===== src/verilog/hmm_consts.svh =====
`ifndef HMM_CONSTS_SVH
`define HMM_CONSTS_SVH

// ******************************
// column geometry
// ******************************

// states per column
`define HMM_LANES 16

// bits per state score or logpost lane
`define HMM_LANE_W 16

// ******************************
// channel framing
// ******************************

`define HMM_BEAT_W 128          // riffa data width
`define HMM_LANES_PER_BEAT 8    // lanes packed per 128-bit beat
`define HMM_BEATS_PER_VEC 2     // beats for a full lane vector

// 32-bit words per beat, scales CHNL_TX_LEN
`define HMM_WORDS_PER_BEAT 4

`endif


===== src/verilog/hmm_pkg.sv =====
`include "hmm_consts.svh"

package hmm_pkg;

        // ******************************
        // lane payloads
        // ******************************
        typedef logic [`HMM_LANE_W-1:0] score_t;      // wraps mod 2^16
        typedef logic [`HMM_LANE_W-1:0] logpost_t;

        // lane 0 sits in the low word
        typedef score_t [`HMM_LANES-1:0] score_vec_t;

        typedef logic [3:0] lane_idx_t;               // 16 lanes

        // ******************************
        // channel side
        // ******************************
        typedef logic [31:0] col_cnt_t;               // from the header beat
        typedef logic [31:0] tx_len_t;                // in 32-bit words

        typedef logic [`HMM_BEAT_W-1:0] beat_t;

endpackage


===== src/verilog/lane_bank.sv =====
`timescale 1ns/1ps

`include "hmm_consts.svh"

module lane_bank #(
        parameter type T = hmm_pkg::score_t
) (
        input  logic                    CLKd,
        input  logic                    RST,
        input  logic                    load,
        input  logic                    beat_sel,
        input  hmm_pkg::beat_t          beat,
        output T [`HMM_LANES-1:0]       lanes
);

        // beat 0 fills lanes 0..7, beat 1 fills lanes 8..15
        always_ff @(posedge CLKd or posedge RST) begin
                if (RST) begin
                        lanes <= '0;
                end else if (load) begin
                        for (int i = 0; i < `HMM_LANES_PER_BEAT; i++) begin
                                if (beat_sel) begin
                                        lanes[`HMM_LANES_PER_BEAT + i] <=
                                                T'(beat[i*`HMM_LANE_W +: `HMM_LANE_W]);
                                end else begin
                                        lanes[i] <= T'(beat[i*`HMM_LANE_W +: `HMM_LANE_W]);
                                end
                        end
                end
        end

endmodule


===== src/verilog/column_update.sv =====
`timescale 1ns/1ps

`include "hmm_consts.svh"

module column_update (
        input  logic                                    CLKd,
        input  logic                                    RST,
        input  logic                                    col_start,
        input  logic                                    first_col,
        input  hmm_pkg::score_t                         stay,
        input  hmm_pkg::score_vec_t                     init_scores,
        input  hmm_pkg::logpost_t [`HMM_LANES-1:0]      logposts,
        output logic                                    res_valid,
        output hmm_pkg::lane_idx_t                      res_idx,
        output hmm_pkg::score_t                         res_score
);

        hmm_pkg::score_vec_t old_vec;
        hmm_pkg::score_vec_t nxt_vec;
        hmm_pkg::score_vec_t cur_vec;   // stage 1 result, old vector of next column
        logic                s1_valid;
        hmm_pkg::lane_idx_t  best_idx;
        hmm_pkg::score_t     best_score;

        assign old_vec = first_col ? init_scores : cur_vec;

        // ******************************
        // stage 1: stay / advance rule
        // ******************************
        always_comb begin : col_rule
                hmm_pkg::score_t stay_sum;
                stay_sum = '0;
                nxt_vec[0] = old_vec[0] + stay + logposts[0];  // lane 0 can only stay
                for (int k = 1; k < `HMM_LANES; k++) begin
                        stay_sum = old_vec[k] + stay;
                        // unsigned compare, sums already wrapped
                        if (stay_sum > old_vec[k-1]) begin
                                nxt_vec[k] = stay_sum + logposts[k];
                        end else begin
                                nxt_vec[k] = old_vec[k-1] + logposts[k];
                        end
                end
        end

        // ******************************
        // stage 2: best lane
        // ******************************
        always_comb begin : pick_best
                best_idx = '0;
                best_score = cur_vec[0];
                for (int k = 1; k < `HMM_LANES; k++) begin
                        if (cur_vec[k] > best_score) begin      // strict, lowest index keeps ties
                                best_idx = hmm_pkg::lane_idx_t'(k);
                                best_score = cur_vec[k];
                        end
                end
        end

        always_ff @(posedge CLKd or posedge RST) begin
                if (RST) begin
                        s1_valid <= 1'b0;
                        res_valid <= 1'b0;
                end else begin
                        s1_valid <= col_start;
                        res_valid <= s1_valid;
                end
        end

        always_ff @(posedge CLKd) begin
                if (col_start) begin
                        cur_vec <= nxt_vec;
                end
                if (s1_valid) begin
                        res_idx <= best_idx;
                        res_score <= best_score;
                end
        end

endmodule


===== src/verilog/rx_ctrl.sv =====
`timescale 1ns/1ps

`include "hmm_consts.svh"

module rx_ctrl (
        input  logic                    CLKd,
        input  logic                    RST,
        input  logic                    CHNL_RX,
        input  logic                    CHNL_RX_LAST,
        input  logic [31:0]             CHNL_RX_LEN,
        input  logic [30:0]             CHNL_RX_OFF,
        input  hmm_pkg::beat_t          CHNL_RX_DATA,
        input  logic                    CHNL_RX_DATA_VALID,
        output logic                    CHNL_RX_ACK,
        output logic                    CHNL_RX_DATA_REN,
        output logic                    init_load,
        output logic                    logpost_load,
        output logic                    beat_sel,
        output hmm_pkg::score_t         stay,
        output hmm_pkg::col_cnt_t       col_count,
        output logic                    hdr_valid,
        output logic                    col_start,
        output logic                    first_col,
        input  logic                    res_taken
);

        // length and offset are ignored, the header beat carries the column count
        typedef enum logic [2:0] {
                st_idle, st_ack, st_hdr, st_init, st_stay, st_lp, st_wait, st_drain
        } rx_state_t;

        rx_state_t          state;
        logic               taken;
        logic               half;               // beat within a lane vector
        logic               last_half;
        logic               first_pend;
        hmm_pkg::col_cnt_t  cols_left;
        hmm_pkg::col_cnt_t  hdr_count;

        assign CHNL_RX_ACK = (state == st_ack);
        assign CHNL_RX_DATA_REN = (state == st_hdr) || (state == st_init) ||
                                  (state == st_stay) || (state == st_lp);
        assign taken = CHNL_RX_DATA_VALID && CHNL_RX_DATA_REN;
        assign last_half = (half == 1'(`HMM_BEATS_PER_VEC - 1));
        assign hdr_count = CHNL_RX_DATA[31:0];

        assign init_load = taken && (state == st_init);
        assign logpost_load = taken && (state == st_lp);
        assign beat_sel = half;

        // ******************************
        // receive FSM
        // ******************************
        always_ff @(posedge CLKd or posedge RST) begin
                if (RST) begin
                        state <= st_idle;
                        half <= 1'b0;
                        first_pend <= 1'b0;
                        cols_left <= '0;
                        hdr_valid <= 1'b0;
                        col_start <= 1'b0;
                        first_col <= 1'b0;
                end else begin
                        hdr_valid <= 1'b0;
                        col_start <= 1'b0;
                        first_col <= 1'b0;
                        case (state)
                        st_idle: if (CHNL_RX) state <= st_ack;
                        st_ack: state <= st_hdr;                // one-cycle ack
                        st_hdr: if (taken) begin
                                cols_left <= hdr_count;
                                hdr_valid <= 1'b1;
                                first_pend <= 1'b1;
                                half <= 1'b0;
                                state <= (hdr_count == '0) ? st_drain : st_init;
                        end
                        st_init: if (taken) begin
                                half <= ~half;
                                if (last_half) state <= st_stay;
                        end
                        st_stay: if (taken) state <= st_lp;
                        st_lp: if (taken) begin
                                half <= ~half;
                                if (last_half) begin
                                        col_start <= 1'b1;      // bank holds both halves now
                                        first_col <= first_pend;
                                        first_pend <= 1'b0;
                                        state <= st_wait;
                                end
                        end
                        st_wait: if (res_taken) begin   // stall until tx has the beat
                                cols_left <= cols_left - 1'b1;
                                state <= (cols_left == 32'd1) ? st_drain : st_stay;
                        end
                        st_drain: if (!CHNL_RX) state <= st_idle;
                        default: state <= st_idle;
                        endcase
                end
        end

        always_ff @(posedge CLKd) begin
                if (taken && (state == st_hdr)) col_count <= hdr_count;
                if (taken && (state == st_stay)) stay <= CHNL_RX_DATA[`HMM_LANE_W-1:0];
        end

endmodule


===== src/verilog/tx_ctrl.sv =====
`timescale 1ns/1ps

`include "hmm_consts.svh"

module tx_ctrl (
        input  logic                    CLKd,
        input  logic                    RST,
        input  logic                    hdr_valid,
        input  hmm_pkg::col_cnt_t       col_count,
        input  logic                    res_valid,
        input  hmm_pkg::lane_idx_t      res_idx,
        input  hmm_pkg::score_t         res_score,
        output logic                    CHNL_TX,
        output logic                    CHNL_TX_DATA_VALID,
        input  logic                    CHNL_TX_ACK,
        input  logic                    CHNL_TX_DATA_REN,
        output hmm_pkg::tx_len_t        CHNL_TX_LEN,
        output hmm_pkg::beat_t          CHNL_TX_DATA,
        output logic                    res_taken
);

        typedef enum logic [1:0] {tx_idle, tx_open, tx_xfer} tx_state_t;

        tx_state_t          state;
        logic               pend;               // a result waits for the host
        logic               beat_done;
        hmm_pkg::col_cnt_t  beats_left;
        hmm_pkg::beat_t     tx_beat;

        assign CHNL_TX = (state != tx_idle);
        assign CHNL_TX_DATA_VALID = (state == tx_xfer) && pend;
        assign CHNL_TX_DATA = tx_beat;
        assign beat_done = CHNL_TX_DATA_VALID && CHNL_TX_DATA_REN;

        always_ff @(posedge CLKd or posedge RST) begin
                if (RST) begin
                        state <= tx_idle;
                        pend <= 1'b0;
                        beats_left <= '0;
                        res_taken <= 1'b0;
                        CHNL_TX_LEN <= '0;
                end else begin
                        res_taken <= beat_done;
                        if (res_valid) pend <= 1'b1;
                        else if (beat_done) pend <= 1'b0;
                        case (state)
                        tx_idle: if (hdr_valid && (col_count != '0)) begin
                                CHNL_TX_LEN <= hmm_pkg::tx_len_t'(col_count * `HMM_WORDS_PER_BEAT);
                                beats_left <= col_count;
                                state <= tx_open;
                        end
                        tx_open: if (CHNL_TX_ACK) state <= tx_xfer;
                        tx_xfer: if (beat_done) begin
                                beats_left <= beats_left - 1'b1;
                                if (beats_left == 32'd1) state <= tx_idle;      // last column out
                        end
                        default: state <= tx_idle;
                        endcase
                end
        end

        // index in 15:0, score in 31:16, rest zero
        always_ff @(posedge CLKd) begin
                if (res_valid) tx_beat <= hmm_pkg::beat_t'({res_score, 16'(res_idx)});
        end

endmodule


===== src/verilog/hmm_chnl_top.sv =====
`timescale 1ns/1ps

`include "hmm_consts.svh"

module hmm_chnl_top (
        input  logic                    CLKd,
        input  logic                    RST,
        output logic                    CHNL_RX_CLK,
        input  logic                    CHNL_RX,
        output logic                    CHNL_RX_ACK,
        input  logic                    CHNL_RX_LAST,
        input  logic [31:0]             CHNL_RX_LEN,
        input  logic [30:0]             CHNL_RX_OFF,
        input  hmm_pkg::beat_t          CHNL_RX_DATA,
        input  logic                    CHNL_RX_DATA_VALID,
        output logic                    CHNL_RX_DATA_REN,
        output logic                    CHNL_TX_CLK,
        output logic                    CHNL_TX,
        input  logic                    CHNL_TX_ACK,
        output logic                    CHNL_TX_LAST,
        output hmm_pkg::tx_len_t        CHNL_TX_LEN,
        output logic [30:0]             CHNL_TX_OFF,
        output hmm_pkg::beat_t          CHNL_TX_DATA,
        output logic                    CHNL_TX_DATA_VALID,
        input  logic                    CHNL_TX_DATA_REN
);

        logic                                   init_load;
        logic                                   logpost_load;
        logic                                   beat_sel;
        logic                                   hdr_valid;
        logic                                   col_start;
        logic                                   first_col;
        logic                                   res_valid;
        logic                                   res_taken;
        hmm_pkg::score_t                        stay;
        hmm_pkg::col_cnt_t                      col_count;
        hmm_pkg::score_vec_t                    init_scores;
        hmm_pkg::logpost_t [`HMM_LANES-1:0]     logposts;
        hmm_pkg::lane_idx_t                     res_idx;
        hmm_pkg::score_t                        res_score;

        // ******************************
        // channel constants
        // ******************************
        assign CHNL_RX_CLK = CLKd;
        assign CHNL_TX_CLK = CLKd;
        assign CHNL_TX_LAST = 1'b1;     // single tx transaction per rx
        assign CHNL_TX_OFF = '0;

        rx_ctrl u_rx (.*);

        lane_bank #(.T(hmm_pkg::score_t)) u_init_bank (
                .CLKd(CLKd), .RST(RST), .load(init_load), .beat_sel(beat_sel),
                .beat(CHNL_RX_DATA), .lanes(init_scores)
        );

        lane_bank #(.T(hmm_pkg::logpost_t)) u_lp_bank (
                .CLKd(CLKd), .RST(RST), .load(logpost_load), .beat_sel(beat_sel),
                .beat(CHNL_RX_DATA), .lanes(logposts)
        );

        column_update u_col (.*);

        tx_ctrl u_tx (.*);

endmodule


===== config.mk =====
export PLATFORM = sky130hd
export DESIGN_NAME = hmm_chnl_top
export DESIGN_NICKNAME = d
export VERILOG_FILES = /design/src/verilog/hmm_pkg.sv /design/src/verilog/lane_bank.sv /design/src/verilog/column_update.sv /design/src/verilog/rx_ctrl.sv /design/src/verilog/tx_ctrl.sv /design/src/verilog/hmm_chnl_top.sv
export VERILOG_INCLUDE_DIRS = /design/src /design/src/verilog
export SDC_FILE = /design/constraint.sdc
export NUM_CORES = 2
export LEC_CHECK = 0
export BUFFER_PORTS_ARGS = -buffer_cell sky130_fd_sc_hd__buf_4
export CORE_MARGIN = 2
export CORE_UTILIZATION = 30
export DETAILED_ROUTE_END_ITERATION = 7
export MAX_ROUTING_LAYER = met4
export SYNTH_ARGS = -nofsm -noshare
export SYNTH_HDL_FRONTEND = slang
export SYNTH_SLANG_ARGS = --single-unit

===== constraint.sdc =====
create_clock -name CLKd -period 44.1 [get_ports CLKd]
set_input_delay 13.23 -clock CLKd [delete_from_list [all_inputs] [get_ports CLKd]]
set_output_delay 13.23 -clock CLKd [all_outputs]
set_load 0.01 [all_outputs]

# [After elaboration in Yosys (flattened, before gate mapping)]
# Cells that the tools add are included.
[op_classes] muxes=85 bitwise=1 magnitude_cmp=30 n_reduce_logical=36 add_sub_neg=49 n_eq_ne=25
[ops] operator="$add 16x16->16" count=47
[ops] operator="$gt 16x16->1" count=30
[ops] operator="$mux 16" count=30
[ops] operator="$mux 256" count=1
[ops] operator="$mux 32" count=4
[ops] operator="$pmux 32 s2" count=2
[ops] operator="$eq 32x1->1 const B" count=2
[ops] operator="$sub 32x1->32 const B" count=2
[ops] operator="$mux 3" count=18
[ops] operator="$logic_not 32->1" count=1
[ops] operator="$reduce_bool 32->1" count=1
[ops] operator="$pmux 3 s8" count=1
[ops] operator="$ne 2x1->1 const B" count=10
[ops] operator="$mux 2" count=9
[ops] operator="$mux 1" count=17
[ops] operator="$eq 3x3->1 const B" count=4
[ops] operator="$reduce_bool 2->1" count=6
[ops] operator="$reduce_and 2->1" count=5
[ops] operator="$reduce_and 3->1" count=3
[ops] operator="$reduce_and 9->1" count=1
[ops] operator="$logic_and 1x1->1" count=8
[ops] operator="$ne 2x2->1 const B" count=4
[ops] operator="$reduce_and 4->1" count=2
[ops] operator="$reduce_or 8->1" count=1
[ops] operator="other kinds (12)" count=17
[totals] input_bits=198 out_inout_bits=198 ff_bits=964

# [Depth between registers and ports, before layout]
[depth] word_depth=30 depth_mapped=228 depth_no_buf=200

# [Hierarchy]
# From an unflattened synthesis, not the netlist that was laid out.
[hier_totals] cells_unflattened=7332 area_unflattened_um2=75234.7
[modules_own_cells] module="column_update" instances=1 cells_each=5280 area_per_inst_um2=46559.7
[modules_own_cells] module="lane_bank" instances=2 cells_each=543 area_per_inst_um2=9572.9
[modules_own_cells] module="tx_ctrl" instances=1 cells_each=549 area_per_inst_um2=5056.1
[modules_own_cells] module="rx_ctrl" instances=1 cells_each=381 area_per_inst_um2=4210.3
[modules_own_cells] module="hmm_chnl_top" instances=1 cells_each=36 area_per_inst_um2=262.8

==> results by group <==
Run status
  – Status: complete, no violations

Global route
  – First-pass GRT wire length: 373,000 um
  – Initial antenna violation count: 27
  – Vias in the first global route: 57,088
  – Grt ovf: 0
  – Largest net degree at the start of global routing: 133
  – GRT Util Overall: 0.205

Timing
  – Fmax: 24.4 MHz
  – Slew Limit Fails: 0
  – Min cycle time layout: 41,020 ps
  – Hold Fails Final Rpt: 0
  – Post-route clock period utilization: 0.930
  – Rel. slew slack: 0.208
  – Setup violation total in the final timing report: 0
  – Setup TNS: 0 ps
  – Setup Skew: 74.5 ps
  – Least-Margin Pin Slew: 1190 ps

Finish
  – # fillers: 24,724
  – P&R area growth vs syn: 12.0%
  – Layout cell share with drive strength beyond 1: 0.147
  – Nets: 9,014

Synth
  – Yosys Warn Count: 0
  – Top FF cell, synth: dfrtp_1
  – Post-Synthesis Cells: 7,677
  – Largest family of logic cells by synthesized area: adder cells
  – Synthesized-area fraction occupied by adder cells: 0.170
  – Area leader, netlist: dfrtp_1
  – Mux cell area share after synthesis: 0.118
  – Top-area cell type share of the netlist area: 0.209
  – Avg Cell Area, Syn: 9.67 um2
  – Synthesized area: 0.0742 mm2
  – Post-Synth Simple-Gate Area: 0.0897
  – Seq/Total Area, Yosys: 0.348
  – EDFF count, synth: 344
  – Synth Area in XOR/XNOR: 0.0557
  – Synth async-reset ratio: 0.643
  – Top cells by area, synth: dfrtp_1 (21%), ha_1 (16%), edfxtp_1 (14%)
  – Synth Area in Compound Gates: 0.153
  – FF+latch count, synth: 964
  – Cell variety after synth: 99

Critical path
  – CP max stage delay: 610 ps
  – CP Capture Type: flop
  – Crit-path max FO: 45
  – Setup CP Type: reg2reg
  – Worst Path Arrival: 41,650 ps
  – Most frequent CP cell: o21ai_0
  – Worst EP required: 44,730 ps
  – Worst Setup Start Kind: flop
  – Slowest CP cell: edfxtp_1

Route
  – Total Wirelength: 255,000 um
  – DR iter-0 viols: 4,796
  – Post-route DRC: 0
  – Vias/cell: 5.16
  – Drt wl/cell: 22.8 um
  – Detailed-route via count: 57,601
  – 1st-pass router iterations: 6
  – Antenna Nets Post-Route: 0

Clocking
  – CTS tree: done
  – Hold_buf cts: 0
  – Clock transition at the registers of the reported paths: 70 ps
  – Worst-Skew Late Latency: 930 ps
  – Post-CTS Setup Inserts: 0

Hold path
  – HP Class: reg2reg

Floorplanning
  – Die height: 501 um
  – Boundary Pins: 396
  – CORE AREA: 0.246 mm2
  – Initial Util: 0.302
  – Die width: 501 um
  – Die area: 0.251 mm2
  – Standard-cell rows: 182

Place
  – DPL Wire Length: 193,000 um
  – Placer congestion estimate: 0.937
  – IO Port Bufs: 189

Flow run
  – Max-Cap Viols: 0
path summary, 6_finish.rpt:
path                                    endpoint  slack (ps)                from  cells after the start
min reg2reg                u_tx.CHNL_TX_DATA[25]         420  u_col.res_score[9]                      0
min in group asynchronous   u_init_bank.lanes[3]       12440                 RST                      2
max                           u_col.res_score[8]        3080    u_col.cur_vec[2]                    199
max in group asynchronous    u_lp_bank.lanes[84]       28430                 RST                      5
min                        u_tx.CHNL_TX_DATA[25]         420  u_col.res_score[9]                      0
max reg2reg                   u_col.res_score[8]        3080    u_col.cur_vec[2]                    199
cell usage after synthesis, drive strengths merged, types with 14 or more instances:
master and instances:
a211o 18, a21o 166, a21oi 754, a22o 15
a311oi 15, a31oi 30, and2 24, buf 191
clkbuf 182, dfrtp 620, edfxtp 344, fa 46
ha 936, inv 760, mux2 646, mux2i 148
nand2 710, nand2b 77, nand3 58, nand4 104
nor2 279, nor2b 73, nor3 48, nor4 30
o21a 26, o21ai 361, o21bai 333, o22ai 41
o31ai 14, xnor2 418, xor2 54
area by class of cell:
class | count | area [um2] | share of cell area
multi-input combinational | 5719 | 44200 | 0.532
clock inverter | 67 | 882 | 0.0106
tap | 3220 | 4030 | 0.0485
timing repair buffer | 271 | 2080 | 0.0251
clock buffer | 151 | 3130 | 0.0377
inverter | 761 | 2870 | 0.0345
sequential | 964 | 25900 | 0.311
antenna | 18 | 45.0 | 0.000542
layout by cell type (no fill, tap or decap), types with 25 or more instances in the layout:
master,n
ha_1,936
inv_1,758
a21oi_1,752
nand2_1,709
mux2_2,645
dfrtp_1,618
xnor2_1,418
o21ai_0,345
edfxtp_1,344
o21bai_1,333
nor2_1,275
buf_4,269
a21o_1,166
mux2i_1,147
conb_1,142
clkbuf_16,116
nand4_1,103
nand2b_1,77
nor2b_1,73
nand3_1,56
xor2_1,54
nor3_1,46
fa_1,46
o22ai_1,41
nor4_1,29
o21a_1,26
a31oi_1,25
routing by layer:
layer	vias up	routed length [um]	track usage
met3	362	13200	0.0263
met5	-	0	-
met4	0	8900	0.0684
li1	27158	-	-
met1	28442	115000	0.265
met2	1639	118000	0.329
kinds of logic after synthesis:
kind of cell | Yosys count
other cells | 2
mux | 794
compound gates | 1865
buf+inv | 1134
simple gates | 1463
fa+ha+maj | 983
xor+xnor | 472
flops | 964
critical path: cells and delay by family, from the launching register on:
kind	cells	cell delay, ps
fa+ha+maj	15	4450
mux	5	1650
buf+inv	17	3340
simple gates	64	10500
compound gates	98	19940
flops	1	610
metrics by stage:
step	util	worst slack (ps)	cells	cell area, um2	hold slack [ps]
final	0.338	3080	11171	83100	417
after global routing	0.338	-12.0	11164	83100	426
after CTS	0.338	2230	11153	83000	421
after detailed placement	0.321	2380	10937	79000	406
after global placement	0.321	2820	10937	79000	410
after floorplan	-	8520	7817	74800	400
state kept, by name (all words and copies together), names as in the netlist:
register / flops
u_col.cur_vec: 256
u_col.res_idx: 4
u_col.res_score: 16
u_col.res_valid: 1
u_col.s1_valid: 1
u_init_bank.lanes: 256
u_lp_bank.lanes: 256
u_rx.beat_sel: 1
u_rx.col_count: 32
u_rx.col_start: 1
u_rx.cols_left: 32
u_rx.first_col: 1
u_rx.first_pend: 1
u_rx.hdr_valid: 1
u_rx.state: 3
u_rx.stay: 16
u_tx.CHNL_TX_DATA: 20
u_tx.CHNL_TX_LEN: 30
u_tx.beats_left: 32
u_tx.pend: 1
u_tx.res_taken: 1
u_tx.state: 2
timing repair:
action,in CTS,in global routing
endpoints found under the setup margin,0,20
hold endpoints to repair,0,0
gates resized for setup,0,26
Power is left out: the tool's default activity adds up to more than one toggle a clock period on the data nets, which glitch-free logic cannot reach.
